### src/source/pipe_pkg.sv
////////////////////////////////////////////////////////////////////////////
// shared definitions for the two-lane pipeline
//   lane count and zero register index
//   lane opcodes and bundle kinds
//   lane, bundle and writeback structs
////////////////////////////////////////////////////////////////////////////

package pipe_pkg;

  localparam int num_lanes = 2;        // fixed lane count
  localparam int zero_reg  = 0;        // hardwired zero register

  // struct field widths follow the default top-level widths
  localparam int lane_idx_width  = 3;  // must equal idx_width of pipe_top
  localparam int lane_data_width = 16; // must equal data_width of pipe_top
  localparam int imm_width       = 16; // immediate field

  ////////////////////////////////////////////////////////////////////////////
  // encodings
  ////////////////////////////////////////////////////////////////////////////

  typedef enum logic [2:0] {
    op_nop = 3'd0,                     // no write
    op_add = 3'd1,                     // a + b, wraps
    op_sub = 3'd2,                     // a - b
    op_and = 3'd3,                     // a & b
    op_xor = 3'd4,                     // a ^ b
    op_ldi = 3'd5                      // load immediate
  } op_e;

  typedef enum logic [1:0] {
    bk_exec    = 2'd0,                 // normal two-lane bundle
    bk_save    = 2'd1,                 // snapshot the register file
    bk_restore = 2'd2                  // load the snapshot back
  } bundle_kind_e;

  ////////////////////////////////////////////////////////////////////////////
  // bundle and writeback
  ////////////////////////////////////////////////////////////////////////////

  typedef struct packed {
    op_e                       op;     // lane opcode
    logic [lane_idx_width-1:0] dest;   // destination register
    logic [lane_idx_width-1:0] src_a;  // first source
    logic [lane_idx_width-1:0] src_b;  // second source
    logic [imm_width-1:0]      imm;    // immediate for op_ldi
  } lane_t;

  typedef struct packed {
    bundle_kind_e                kind; // exec, save or restore
    lane_t [num_lanes-1:0]       lane; // lane 1 is the upper slot
  } bundle_t;

  typedef struct packed {
    logic                       en;    // lane writes this cycle
    logic [lane_idx_width-1:0]  dest;  // target register
    logic [lane_data_width-1:0] data;  // result value
  } wb_lane_t;

  typedef struct packed {
    logic                     valid;   // one bundle retired
    wb_lane_t [num_lanes-1:0] lane;    // per-lane write port
  } wb_t;

endpackage

### src/source/regfile.sv
////////////////////////////////////////////////////////////////////////////
// two-lane physical register file
//   four combinational read ports, two per lane
//   register 0 hardwired to zero
//   bulk load from reg_vals_in on copy
//   full state out with the pending writeback forwarded
////////////////////////////////////////////////////////////////////////////

module regfile import pipe_pkg::*; #(
  parameter int idx_width  = 3,
  parameter int data_width = 16
) (
  input  logic                                     wr_clk,
  input  logic                                     reset,
  input  logic [num_lanes-1:0][idx_width-1:0]      rd_idx_a,     // port a index per lane
  input  logic [num_lanes-1:0][idx_width-1:0]      rd_idx_b,     // port b index per lane
  output logic [num_lanes-1:0][data_width-1:0]     rd_data_a,
  output logic [num_lanes-1:0][data_width-1:0]     rd_data_b,
  input  wb_t                                      wb,           // write port
  input  logic                                     copy,         // bulk load strobe
  input  logic [(2**idx_width)-1:0][data_width-1:0] reg_vals_in,
  output logic [(2**idx_width)-1:0][data_width-1:0] reg_vals_out
);

  localparam int reg_count = 2**idx_width;

  logic [data_width-1:0] regs [reg_count];  // storage

  ////////////////////////////////////////////////////////////////////////////
  // read ports
  ////////////////////////////////////////////////////////////////////////////

  // no bypass here, handshake spacing keeps reads behind the last write
  always_comb begin
    for (int l = 0; l < num_lanes; l++) begin
      if (rd_idx_a[l] == zero_reg)
        rd_data_a[l] = '0;                // zero register
      else
        rd_data_a[l] = regs[rd_idx_a[l]];
      if (rd_idx_b[l] == zero_reg)
        rd_data_b[l] = '0;
      else
        rd_data_b[l] = regs[rd_idx_b[l]];
    end
  end

  ////////////////////////////////////////////////////////////////////////////
  // state update
  ////////////////////////////////////////////////////////////////////////////

  always_ff @(posedge wr_clk) begin
    for (int i = 0; i < reg_count; i++) begin
      if (i == zero_reg)
        regs[i] <= '0;                    // never written
      else if (reset)
        regs[i] <= '0;
      else if (copy)
        regs[i] <= reg_vals_in[i];        // restore from snapshot
      else begin
        for (int l = 0; l < num_lanes; l++) begin
          if (wb.lane[l].en && (wb.lane[l].dest == i))
            regs[i] <= wb.lane[l].data;   // later lane overrides
        end
      end
    end
  end

  // state as it will look after this edge's writeback
  always_comb begin
    for (int i = 0; i < reg_count; i++) begin
      reg_vals_out[i] = regs[i];
      for (int l = 0; l < num_lanes; l++) begin
        if (wb.lane[l].en && (wb.lane[l].dest == i))
          reg_vals_out[i] = wb.lane[l].data; // lane 1 last, same as the write
      end
      if (i == zero_reg)
        reg_vals_out[i] = '0;             // keep snapshot of r0 clean
    end
  end

endmodule

### src/source/issue_stage.sv
////////////////////////////////////////////////////////////////////////////
// issue stage
//   four-phase req/ack slave toward the producer
//   bundle stage register, loaded on capture
//   one-cycle iss_valid after each capture
////////////////////////////////////////////////////////////////////////////

module issue_stage import pipe_pkg::*; (
  input  logic    wr_clk,
  input  logic    reset,
  input  logic    req,          // producer request
  output logic    ack,          // slave acknowledge
  input  bundle_t bundle_in,    // stable while req is high
  output bundle_t iss_bundle,   // stage register
  output logic    iss_valid     // stage register holds a fresh bundle
);

  logic capture;                // req seen with ack still low

  assign capture = req && !ack;

  ////////////////////////////////////////////////////////////////////////////
  // handshake
  ////////////////////////////////////////////////////////////////////////////

  // phase 1 req up, ack up on the same edge as the capture
  // phase 3 req down, ack down on the first edge that sees it
  always_ff @(posedge wr_clk) begin
    if (reset) begin
      ack       <= 1'b0;
      iss_valid <= 1'b0;
    end else begin
      iss_valid <= capture;     // exactly one cycle per bundle
      if (capture)
        ack <= 1'b1;            // bundle taken
      else if (!req)
        ack <= 1'b0;            // return to idle
    end
  end

  ////////////////////////////////////////////////////////////////////////////
  // stage register
  ////////////////////////////////////////////////////////////////////////////

  // read only while iss_valid is high
  always_ff @(posedge wr_clk) begin
    if (capture)
      iss_bundle <= bundle_in;  // latch both lanes and the kind
  end

endmodule

### src/source/exec_stage.sv
////////////////////////////////////////////////////////////////////////////
// execute stage
//   per-lane alu for add, sub, and, xor and load immediate
//   writeback register toward the register file
//   save and restore pulses for the checkpoint unit
////////////////////////////////////////////////////////////////////////////

module exec_stage import pipe_pkg::*; #(
  parameter int data_width = 16
) (
  input  logic                                 wr_clk,
  input  logic                                 reset,
  input  bundle_t                              iss_bundle,
  input  logic                                 iss_valid,
  input  logic [num_lanes-1:0][data_width-1:0] rd_data_a,  // operand a per lane
  input  logic [num_lanes-1:0][data_width-1:0] rd_data_b,  // operand b per lane
  output wb_t                                  wb,
  output logic                                 save_pulse,
  output logic                                 restore_pulse
);

  localparam int idx_width_l = lane_idx_width;

  logic [num_lanes-1:0][data_width-1:0] result;   // alu outputs
  logic                                 valid_q;  // bundle retired
  logic [num_lanes-1:0]                 en_q;     // write enables
  logic [num_lanes-1:0][idx_width_l-1:0] dest_q;  // registered targets
  logic [num_lanes-1:0][data_width-1:0] data_q;   // registered results

  function automatic logic [data_width-1:0] lane_alu(
    input lane_t                 ln,
    input logic [data_width-1:0] a,
    input logic [data_width-1:0] b
  );
    case (ln.op)
      op_add:  return a + b;                      // wraps at data_width
      op_sub:  return a - b;
      op_and:  return a & b;
      op_xor:  return a ^ b;
      op_ldi:  return data_width'(ln.imm);        // truncate the immediate
      default: return '0;                         // op_nop has no result
    endcase
  endfunction

  always_comb begin
    for (int l = 0; l < num_lanes; l++)
      result[l] = lane_alu(iss_bundle.lane[l], rd_data_a[l], rd_data_b[l]);
  end

  ////////////////////////////////////////////////////////////////////////////
  // result register
  ////////////////////////////////////////////////////////////////////////////

  always_ff @(posedge wr_clk) begin
    if (reset) begin
      valid_q       <= 1'b0;
      en_q          <= '0;
      save_pulse    <= 1'b0;
      restore_pulse <= 1'b0;
    end else begin
      valid_q       <= iss_valid;                 // every kind retires
      save_pulse    <= iss_valid && (iss_bundle.kind == bk_save);
      restore_pulse <= iss_valid && (iss_bundle.kind == bk_restore);
      for (int l = 0; l < num_lanes; l++)
        en_q[l] <= iss_valid && (iss_bundle.kind == bk_exec) &&
                   (iss_bundle.lane[l].op != op_nop);
    end
  end

  always_ff @(posedge wr_clk) begin
    if (iss_valid) begin
      for (int l = 0; l < num_lanes; l++) begin
        dest_q[l] <= iss_bundle.lane[l].dest;
        data_q[l] <= result[l];
      end
    end
  end

  // pack for the register file and wb_out
  always_comb begin
    wb.valid = valid_q;
    for (int l = 0; l < num_lanes; l++) begin
      wb.lane[l].en   = en_q[l];
      wb.lane[l].dest = dest_q[l];
      wb.lane[l].data = data_q[l];
    end
  end

endmodule

### src/source/checkpoint_unit.sv
////////////////////////////////////////////////////////////////////////////
// checkpoint unit
//   one snapshot of the whole register file
//   captured on save_pulse from the forwarded state
//   copy strobe and snapshot data on restore_pulse
////////////////////////////////////////////////////////////////////////////

module checkpoint_unit import pipe_pkg::*; #(
  parameter int idx_width  = 3,
  parameter int data_width = 16
) (
  input  logic                                      wr_clk,
  input  logic                                      reset,
  input  logic                                      save_pulse,    // from exec_stage
  input  logic                                      restore_pulse, // from exec_stage
  input  logic [(2**idx_width)-1:0][data_width-1:0] reg_vals_out,  // forwarded state
  output logic [(2**idx_width)-1:0][data_width-1:0] reg_vals_in,   // snapshot to regfile
  output logic                                      copy           // bulk load strobe
);

  localparam int reg_count = 2**idx_width;

  logic [reg_count-1:0][data_width-1:0] snapshot;  // saved register state

  ////////////////////////////////////////////////////////////////////////////
  // snapshot storage
  ////////////////////////////////////////////////////////////////////////////

  // reset value doubles as the state restored before any save
  always_ff @(posedge wr_clk) begin
    if (reset)
      snapshot <= '0;
    else if (save_pulse)
      snapshot <= reg_vals_out;  // includes the write in flight
  end

  assign reg_vals_in = snapshot;

  // restore_pulse is a flop output of exec_stage and lasts one cycle,
  // so the regfile loads the snapshot on the following edge
  assign copy = restore_pulse;  // one cycle, same as the pulse

endmodule

### src/source/pipe_top.sv
////////////////////////////////////////////////////////////////////////////
// pipeline top level
//   issue stage, register file, execute stage, checkpoint unit
//   sets the index and data widths for all blocks
////////////////////////////////////////////////////////////////////////////

module pipe_top import pipe_pkg::*; #(
  parameter int idx_width  = 3,   // 8 registers
  parameter int data_width = 16
) (
  input  logic    wr_clk,
  input  logic    reset,
  input  logic    req,            // producer handshake
  output logic    ack,
  input  bundle_t bundle_in,
  output wb_t     wb_out          // retired results
);

  localparam int reg_count = 2**idx_width;

  bundle_t                              iss_bundle;
  logic                                 iss_valid;
  logic [num_lanes-1:0][idx_width-1:0]  rd_idx_a;
  logic [num_lanes-1:0][idx_width-1:0]  rd_idx_b;
  logic [num_lanes-1:0][data_width-1:0] rd_data_a;
  logic [num_lanes-1:0][data_width-1:0] rd_data_b;
  wb_t                                  wb;
  logic                                 save_pulse;
  logic                                 restore_pulse;
  logic                                 copy;
  logic [reg_count-1:0][data_width-1:0] reg_vals_in;   // snapshot into regfile
  logic [reg_count-1:0][data_width-1:0] reg_vals_out;  // regfile into snapshot

  for (genvar l = 0; l < num_lanes; l++) begin : g_rd_idx
    assign rd_idx_a[l] = iss_bundle.lane[l].src_a;
    assign rd_idx_b[l] = iss_bundle.lane[l].src_b;
  end

  assign wb_out = wb;

  issue_stage u_issue (
    .wr_clk, .reset, .req, .ack, .bundle_in, .iss_bundle, .iss_valid
  );

  regfile #(.idx_width(idx_width), .data_width(data_width)) u_regfile (
    .wr_clk, .reset, .rd_idx_a, .rd_idx_b, .rd_data_a, .rd_data_b,
    .wb, .copy, .reg_vals_in, .reg_vals_out
  );

  exec_stage #(.data_width(data_width)) u_exec (
    .wr_clk, .reset, .iss_bundle, .iss_valid, .rd_data_a, .rd_data_b,
    .wb, .save_pulse, .restore_pulse
  );

  checkpoint_unit #(.idx_width(idx_width), .data_width(data_width)) u_ckpt (
    .wr_clk, .reset, .save_pulse, .restore_pulse, .reg_vals_out,
    .reg_vals_in, .copy
  );

endmodule

### config.mk
export PLATFORM = sky130hd
export DESIGN_NAME = pipe_top
export DESIGN_NICKNAME = d
export VERILOG_FILES = /design/src/source/pipe_pkg.sv /design/src/source/regfile.sv /design/src/source/issue_stage.sv /design/src/source/exec_stage.sv /design/src/source/checkpoint_unit.sv /design/src/source/pipe_top.sv
export SDC_FILE = /design/constraint.sdc
export NUM_CORES = 1
export LEC_CHECK = 0
export BUFFER_PORTS_ARGS = -buffer_cell sky130_fd_sc_hd__buf_2
export CORE_UTILIZATION = 35
export CTS_BUF_LIST = sky130_fd_sc_hd__clkbuf_4
export DETAILED_ROUTE_END_ITERATION = 10
export HOLD_SLACK_MARGIN = 0.05
export RECOVER_POWER = 50
export SLEW_MARGIN = 0
export SYNTH_ARGS = -nofsm -noshare
export SYNTH_HDL_FRONTEND = slang
export SYNTH_SLANG_ARGS = --single-unit
### constraint.sdc
create_clock -name wr_clk -period 8.3 [get_ports wr_clk]
set_input_delay 1.66 -clock wr_clk [delete_from_list [all_inputs] [get_ports wr_clk]]
set_output_delay 1.66 -clock wr_clk [all_outputs]
set_load 0.1 [all_outputs]
==> results of run 1 <==
power groups by stage:
stage                     sequential (mW)  clock (mW)  combinational (mW)
after CTS                            2.00        1.69                1.07
after detailed placement             2.03           0                1.06
after floorplan                      2.03           0               0.724
after global placement               2.03           0                1.05
after global routing                 2.01        1.76                1.17
final                                2.01        1.64                1.08
synthesized netlist by cell type, drive strengths merged, types with 2 or more instances:
library cell / count / area (µm²)
a211oi: 2 / 15.0
a21o: 6 / 45.0
a21oi: 158 / 791
a221o: 3 / 30.0
a221oi: 52 / 462
a22oi: 104 / 781
a31oi: 38 / 238
a32o: 6 / 60.1
and2: 4 / 25.0
and3: 8 / 50.1
buf: 42 / 193
clkbuf: 172 / 648
dfxtp: 131 / 2620
edfxtp: 208 / 6250
fa: 2 / 40.0
ha: 58 / 726
inv: 28 / 105
mux2: 79 / 893
mux2i: 215 / 2150
mux4: 64 / 1440
nand2: 247 / 927
nand2b: 17 / 106
nand3: 15 / 75.1
nand3b: 4 / 30.0
nand4: 3 / 18.8
nor2: 305 / 1140
nor2b: 51 / 319
nor3: 54 / 282
nor3b: 7 / 52.6
nor4: 5 / 31.3
o2111ai: 4 / 35.0
o21a: 6 / 45.0
o21ai: 155 / 776
o21bai: 3 / 22.5
o221ai: 15 / 131
o22ai: 6 / 37.5
o31a: 3 / 26.3
o31ai: 5 / 42.5
o41ai: 3 / 26.3
or2: 7 / 43.8
or3: 6 / 37.5
xnor2: 29 / 254
xor2: 33 / 289
cells in the final DEF (no fill, tap or decap), types with 7 or more instances in the layout:
master | Yosys | layout
nor3_1 | 53 | 47
mux4_2 | 64 | 64
dfxtp_1 | 131 | 126
mux2_2 | 77 | 77
buf_4 | 2 | 51
nor2_1 | 305 | 300
clkinv_1 | 0 | 17
edfxtp_1 | 208 | 208
nand2_1 | 247 | 247
a31oi_1 | 38 | 38
clkbuf_4 | 0 | 145
o21ai_0 | 155 | 155
o221ai_1 | 15 | 15
buf_2 | 10 | 89
nor3b_1 | 7 | 7
nand2b_1 | 17 | 17
or2_2 | 7 | 7
nor2b_1 | 51 | 49
and3_1 | 8 | 8
inv_1 | 28 | 28
ha_1 | 58 | 58
a221oi_1 | 51 | 51
xnor2_1 | 29 | 29
mux2i_1 | 215 | 215
clkinv_2 | 0 | 7
clkbuf_1 | 170 | 16
xor2_1 | 33 | 33
nand3_1 | 15 | 15
a21oi_1 | 158 | 158
a22oi_1 | 104 | 104
per-stage QoR:
step                utilization, %  power, mW  cells  area, µm²
finish                        39.4       4.73   3335      24900
global route                  39.4       4.93   3335      24900
CTS                           39.5       4.76   3334      24900
detailed placement            37.4       3.10   3158      23600
global placement              37.4       3.09   3158      23600
floorplan                        -       2.76   2370      22400
area by class of cell:
cell class | instances | area, µm² | share of cell area, %
Antenna cell | 1 | 2.50 | 0.0101
Clock buffer | 145 | 1090 | 4.38
Clock inverter | 31 | 190 | 0.765
Inverter | 28 | 105 | 0.423
Multi-Input combinational cell | 1789 | 12600 | 50.9
Sequential cell | 339 | 8880 | 35.7
Tap cell | 846 | 1060 | 4.26
Timing Repair Buffer | 156 | 888 | 3.57
cell families (layout without fill, tap and decap cells):
logic type | count (synthesis) | after routing | synth area share [%]
other | 0 | 1 | 0
adder cells (fa/ha/maj) | 60 | 60 | 3.42
multiplexers | 358 | 358 | 20.0
flip-flops | 339 | 339 | 39.6
AND/OR/NAND/NOR | 737 | 737 | 14.2
buffers and inverters | 242 | 360 | 4.23
AO/OA/AOI/OAI | 572 | 572 | 16.0
XOR/XNOR | 62 | 62 | 2.43
flip-flops by register name, summed over array words and instances, names as in the netlist, named ones only:
register,cells
u_ckpt.reg_vals_in,112
u_regfile.regs,112
u_issue.iss_bundle,58
u_exec.wb,38
u_exec.en_q,2
u_exec.restore_pulse,1
u_exec.save_pulse,1
u_exec.valid_q,1
u_issue.ack,1
u_issue.iss_valid,1
path summary, 6_finish.rpt:
path                             end  cells past startpoint
max          u_exec.wb[34]$_DFFE_PP_                     18
min          u_exec.wb[38]$_DFFE_PP_                      0
max reg2reg  u_exec.wb[34]$_DFFE_PP_                     18
min reg2reg  u_exec.wb[38]$_DFFE_PP_                      0
routing by layer:
| metal | routed length, µm | up-vias | global-route usage [%] |
|---|---|---|---|
| li1 | - | 8880 | - |
| met1 | 35400 | 9874 | 34.7 |
| met2 | 37900 | 1219 | 39.9 |
| met3 | 9170 | 220 | 7.12 |
| met4 | 4260 | 2 | 13.5 |
| met5 | 10 | - | 0 |
==> impl_metrics.yaml, run 1 <==
run_status:
  outcome: "complete, but fails checks"
  violations: "max-capacitance violations, max-slew violations"
min_path:
  hp-class: "flop to flop"
  min_from: "u_issue.iss_bundle[52]$_DFFE_PP_"
grt:
  antenna_found_initial: 2
  grt_pass1_wl_mm: 127
  gr-usage-all-layers_pct: 26.4
  grt_pass1_vias: 19300
  grt_overflow_total: 0
  grt_max_degree: 85
logic_synthesis:
  yosys_warnings: 0
  synthFlopType: "edfxtp_1"
  synthesis.nets: 2491
  synth_edf_count: 208
  async_flop_share_pct: 0
  synth_seq_cells: 339
  syn_inst: 2370
  syn-mean-instance-area_um2: 9.44
  synth-seq-area-share_pct: 39.6
  synth.distinct_cells: 60
  netlist_area_um2: 22400
routing:
  final_antenna_net_count: 0
  dr.pass1.iters: 6
  wl_mm: 86.8
  via_per_inst: 6.06
  vias: 20200
  drt_iter0_drc: 2296
  drc: 0
  wl_per_cell_um: 26.0
sta:
  drv_slew: 167
  fin_crit_sh_pct: 74.7
  whs_ns: 0.414
  fin_tns_setup_ns: 0
  fin_crit_ns: 6.20
  maxClockFrequency_mhz: 161
  hold_violations: 0
  fin_worst_skew_ns: 0.0675
  relSlewSlack_pct: -167
  rsz0062_at_grt: "no"
  worstMarginPinSlew_ns: 4.00
  layout_setup_ws_ns: 2.10
  final-setup-viol-count: 0
floorplan:
  die_h_um: 255
  start_util_pct: 35.5
  core_area_um2: 63100
  top_level_ports: 103
  dieArea_um2: 65000
  die_w_um: 255
  num_rows: 92
final_layout:
  area_growth_pct: 11.0
  nFillCells: 6318
  drive_gt1_share_pct: 19.0
  nets: 2529
critical_path:
  worst_path_largest_cell_delay_ns: 1.21
  reg2reg_slack_ns: 2.10
  critical_path_arrival_ns: 6.79
  crit_buf_inv: 2
  slowest_stage: "nor2b_1"
  cp-end-kind: "flop"
  crit_path_start_kind: "flop"
  crit_family: "compound AO/OA/AOI/OAI gates"
  critPathKind: "flop to flop"
  path_cells: "buf_4 > nor2b_1 > a221oi_1 > nor3_1 > inv_1 > ha_1 > nor2_1 > xnor2_1 > ha_1 > nor2b_1 > o21ai_0 > a21oi_1 > o21a_1 > o41ai_1 > o2111ai_1 > a31oi_1 > xor2_1 > o221ai_1"
  worst-endpoint-required_ns: 8.89
  cp_max_fo: 33
clocking:
  htree_levels: 3
  holdBufCountCts: 0
  cts_setup_buffers: 0
  post_cts_resize_count: 0
  clkLatencyLatePin_ns: 0.90
  clkSinkCount: 339
  cts_tree: "yes"
  clockBufferDepth: 3
  cts_buffers: 94
  cts-root-buf: "clkbuf_4"
  clk_pin_slew_ns: 0.07
placement:
  post-place-ws_ns: 2.21
  portBuffers: 102
  dp_hpwl_mm: 58.8
  gp_congestion: 0.978
power:
  clockPowerShare_pct: 34.7
  power.density_nw_per_um2: 190
  comb_power_share_pct: 22.9
  seqPwrFrac_pct: 42.4
  p_leak_nw: 8.97
  power_switching_share_pct: 33.9
  p_sw_mw: 1.60
  intPower_mw: 3.13
  ir_worst_vdd_mv: 0.106
run:
  maxCapViolCount: 5
No activity file was read; power rests on OpenSTA's default activity.
==> inputs of run 2 (changes only) <==
==> constraint.sdc (replaced) <==
create_clock -name wr_clk -period 5.6 [get_ports wr_clk]
set_input_delay 1.12 -clock wr_clk [delete_from_list [all_inputs] [get_ports wr_clk]]
set_output_delay 1.12 -clock wr_clk [all_outputs]
set_load 0.1 [all_outputs]
==> impl_metrics.yaml, run 2 (synthesized netlist as in run 1, its figures left out) <==
grt:
  grt_max_degree: 73
  antenna_found_initial: 4
  gr-usage-all-layers_pct: 25.6
  grt_overflow_total: 0
  grt_pass1_wl_mm: 123
  grt_pass1_vias: 18800
floorplan:
  top_level_ports: 103
  die_h_um: 255
  dieArea_um2: 65000
  core_area_um2: 63100
  num_rows: 92
  start_util_pct: 35.5
  die_w_um: 255
min_path:
  min_from: "bundle_in[42]"
  hp-class: "primary input to flop"
run_status:
  outcome: "complete, but fails checks"
  violations: "max-capacitance violations, max-slew violations"
final_layout:
  nets: 2542
  multi_input_area_um2: 12700
  nFillCells: 6340
  area_growth_pct: 11.8
  final_cell_mix: "nor2_1 (300), nand2_1 (247), mux2i_1 (215)"
  seq_area_um2: 8880
  final_common_cell: "nor2_1"
  drive_gt1_share_pct: 19.5
sta:
  final-setup-viol-count: 0
  whs_ns: 0.373
  fin_tns_setup_ns: 0
  hold_violations: 0
  drv_slew: 255
  fin_crit_sh_pct: 89.2
  maxClockFrequency_mhz: 200
  relSlewSlack_pct: -134
  fin_worst_skew_ns: 0.0932
  layout_setup_ws_ns: 0.605
  rsz0062_at_grt: "no"
  worstMarginPinSlew_ns: 3.50
  fin_crit_ns: 4.99
critical_path:
  worst_path_largest_cell_delay_ns: 0.83
  worst-endpoint-required_ns: 6.17
  crit_family: "simple AND/OR/NAND/NOR gates"
  crit_path_start_kind: "flop"
  path_cells: "buf_4 > nor2b_1 > buf_4 > a221oi_1 > nor3_1 > nor4_1 > and3_1 > nor2_1 > xnor2_1 > ha_1 > or2_2 > a21oi_1 > a31oi_1 > nand4_1 > nand2_1 > a21oi_1 > xor2_1 > o221ai_1"
  cp-end-kind: "flop"
  cp_max_fo: 14
  crit_buf_inv: 2
  critical_path_arrival_ns: 5.56
  critPathKind: "flop to flop"
  slowest_stage: "nor3_1"
routing:
  via_per_inst: 5.97
  drc: 0
  wl_per_cell_um: 25.2
  final_antenna_net_count: 0
  drt_iter0_drc: 2676
  vias: 20000
  dr.pass1.iters: 6
  wl_mm: 84.5
placement:
  post-place-ws_ns: 0.812
  gp_congestion: 1.02
  portBuffers: 102
  dp_hpwl_mm: 57.8
power:
  seqPwrFrac_pct: 42.5
  clockPowerShare_pct: 35.5
  intPower_mw: 4.73
  power.density_nw_per_um2: 283
  p_leak_nw: 9.09
  ir_worst_vdd_mv: 0.170
  p_sw_mw: 2.35
  power_switching_share_pct: 33.2
  comb_power_share_pct: 22.0
run:
  maxCapViolCount: 6
clocking:
  htree_levels: 3
  cts_buffers: 94
  holdBufCountCts: 0
  clockBufferDepth: 3
  cts-root-buf: "clkbuf_4"
  post_cts_resize_count: 0
  clk_pin_slew_ns: 0.07
  cts_setup_buffers: 0
  clkLatencyLatePin_ns: 0.92
  cts_tree: "yes"
  clkSinkCount: 339
==> run 2: worst register-to-register path: stages, from the launching register on <==
cell      delay (ns)
dfxtp_1         0.48
buf_4           0.30
nor2b_1         0.35
buf_4           0.26
a221oi_1        0.10
nor3_1          0.83
nor4_1          0.21
and3_1          0.30
nor2_1          0.12
xnor2_1         0.08
ha_1            0.39
or2_2           0.31
a21oi_1         0.17
a31oi_1         0.11
nand4_1         0.14
nand2_1         0.06
a21oi_1         0.18
xor2_1          0.17
o221ai_1        0.13
==> run 2: routing by layer <==
metal	vias to the layer above	global-route usage, %	wire, µm	part of all wire (%)
met4	0	10.8	3330	3.9
met2	1296	38.0	36400	43
met5	-	0	0	0
li1	8901	-	-	-
met1	9623	34.4	34300	41
met3	199	7.50	10400	12
==> run 2: stage by stage <==
step                      total power [mW]  instances  instance area (µm²)  util [%]
after global placement                4.55       3171                23700      37.6
after detailed placement              4.57       3171                23700      37.6
after CTS                             7.08       3346                25000      39.7
final                                 7.08       3353                25000      39.7
after global routing                  7.38       3352                25000      39.7
after floorplan                       4.08       2370                22400         -
==> run 2: power groups by stage <==
stage | combinational (mW) | sequential, mW | clock, mW
after CTS | 1.54 | 2.99 | 2.56
after global routing | 1.68 | 3.00 | 2.70
after detailed placement | 1.53 | 3.04 | 0
after global placement | 1.51 | 3.04 | 0
final | 1.56 | 3.01 | 2.52
after floorplan | 1.07 | 3.01 | 0
==> run 2: final timing paths <==
| path | depth (start not counted) | slack (ns) | to |
|---|---|---|---|
| setup reg to reg | 18 | 0.61 | u_exec.wb[35]$_DFFE_PP_ |
| hold reg to reg | 0 | 0.41 | u_exec.wb[38]$_DFFE_PP_ |
| hold / removal | 1 | 0.37 | u_issue.iss_bundle[42]$_DFFE_PP_ |
| setup / recovery | 18 | 0.61 | u_exec.wb[35]$_DFFE_PP_ |
==> run 2: area by class of cell <==
class	instances	share of cell area (%)
clock buffer	144	4.32
inverter	28	0.420
sequential	339	35.5
tap	846	4.23
multi-input combinational	1789	50.6
antenna	7	0.0700
timing repair buffer	169	3.95
clock inverter	31	0.950
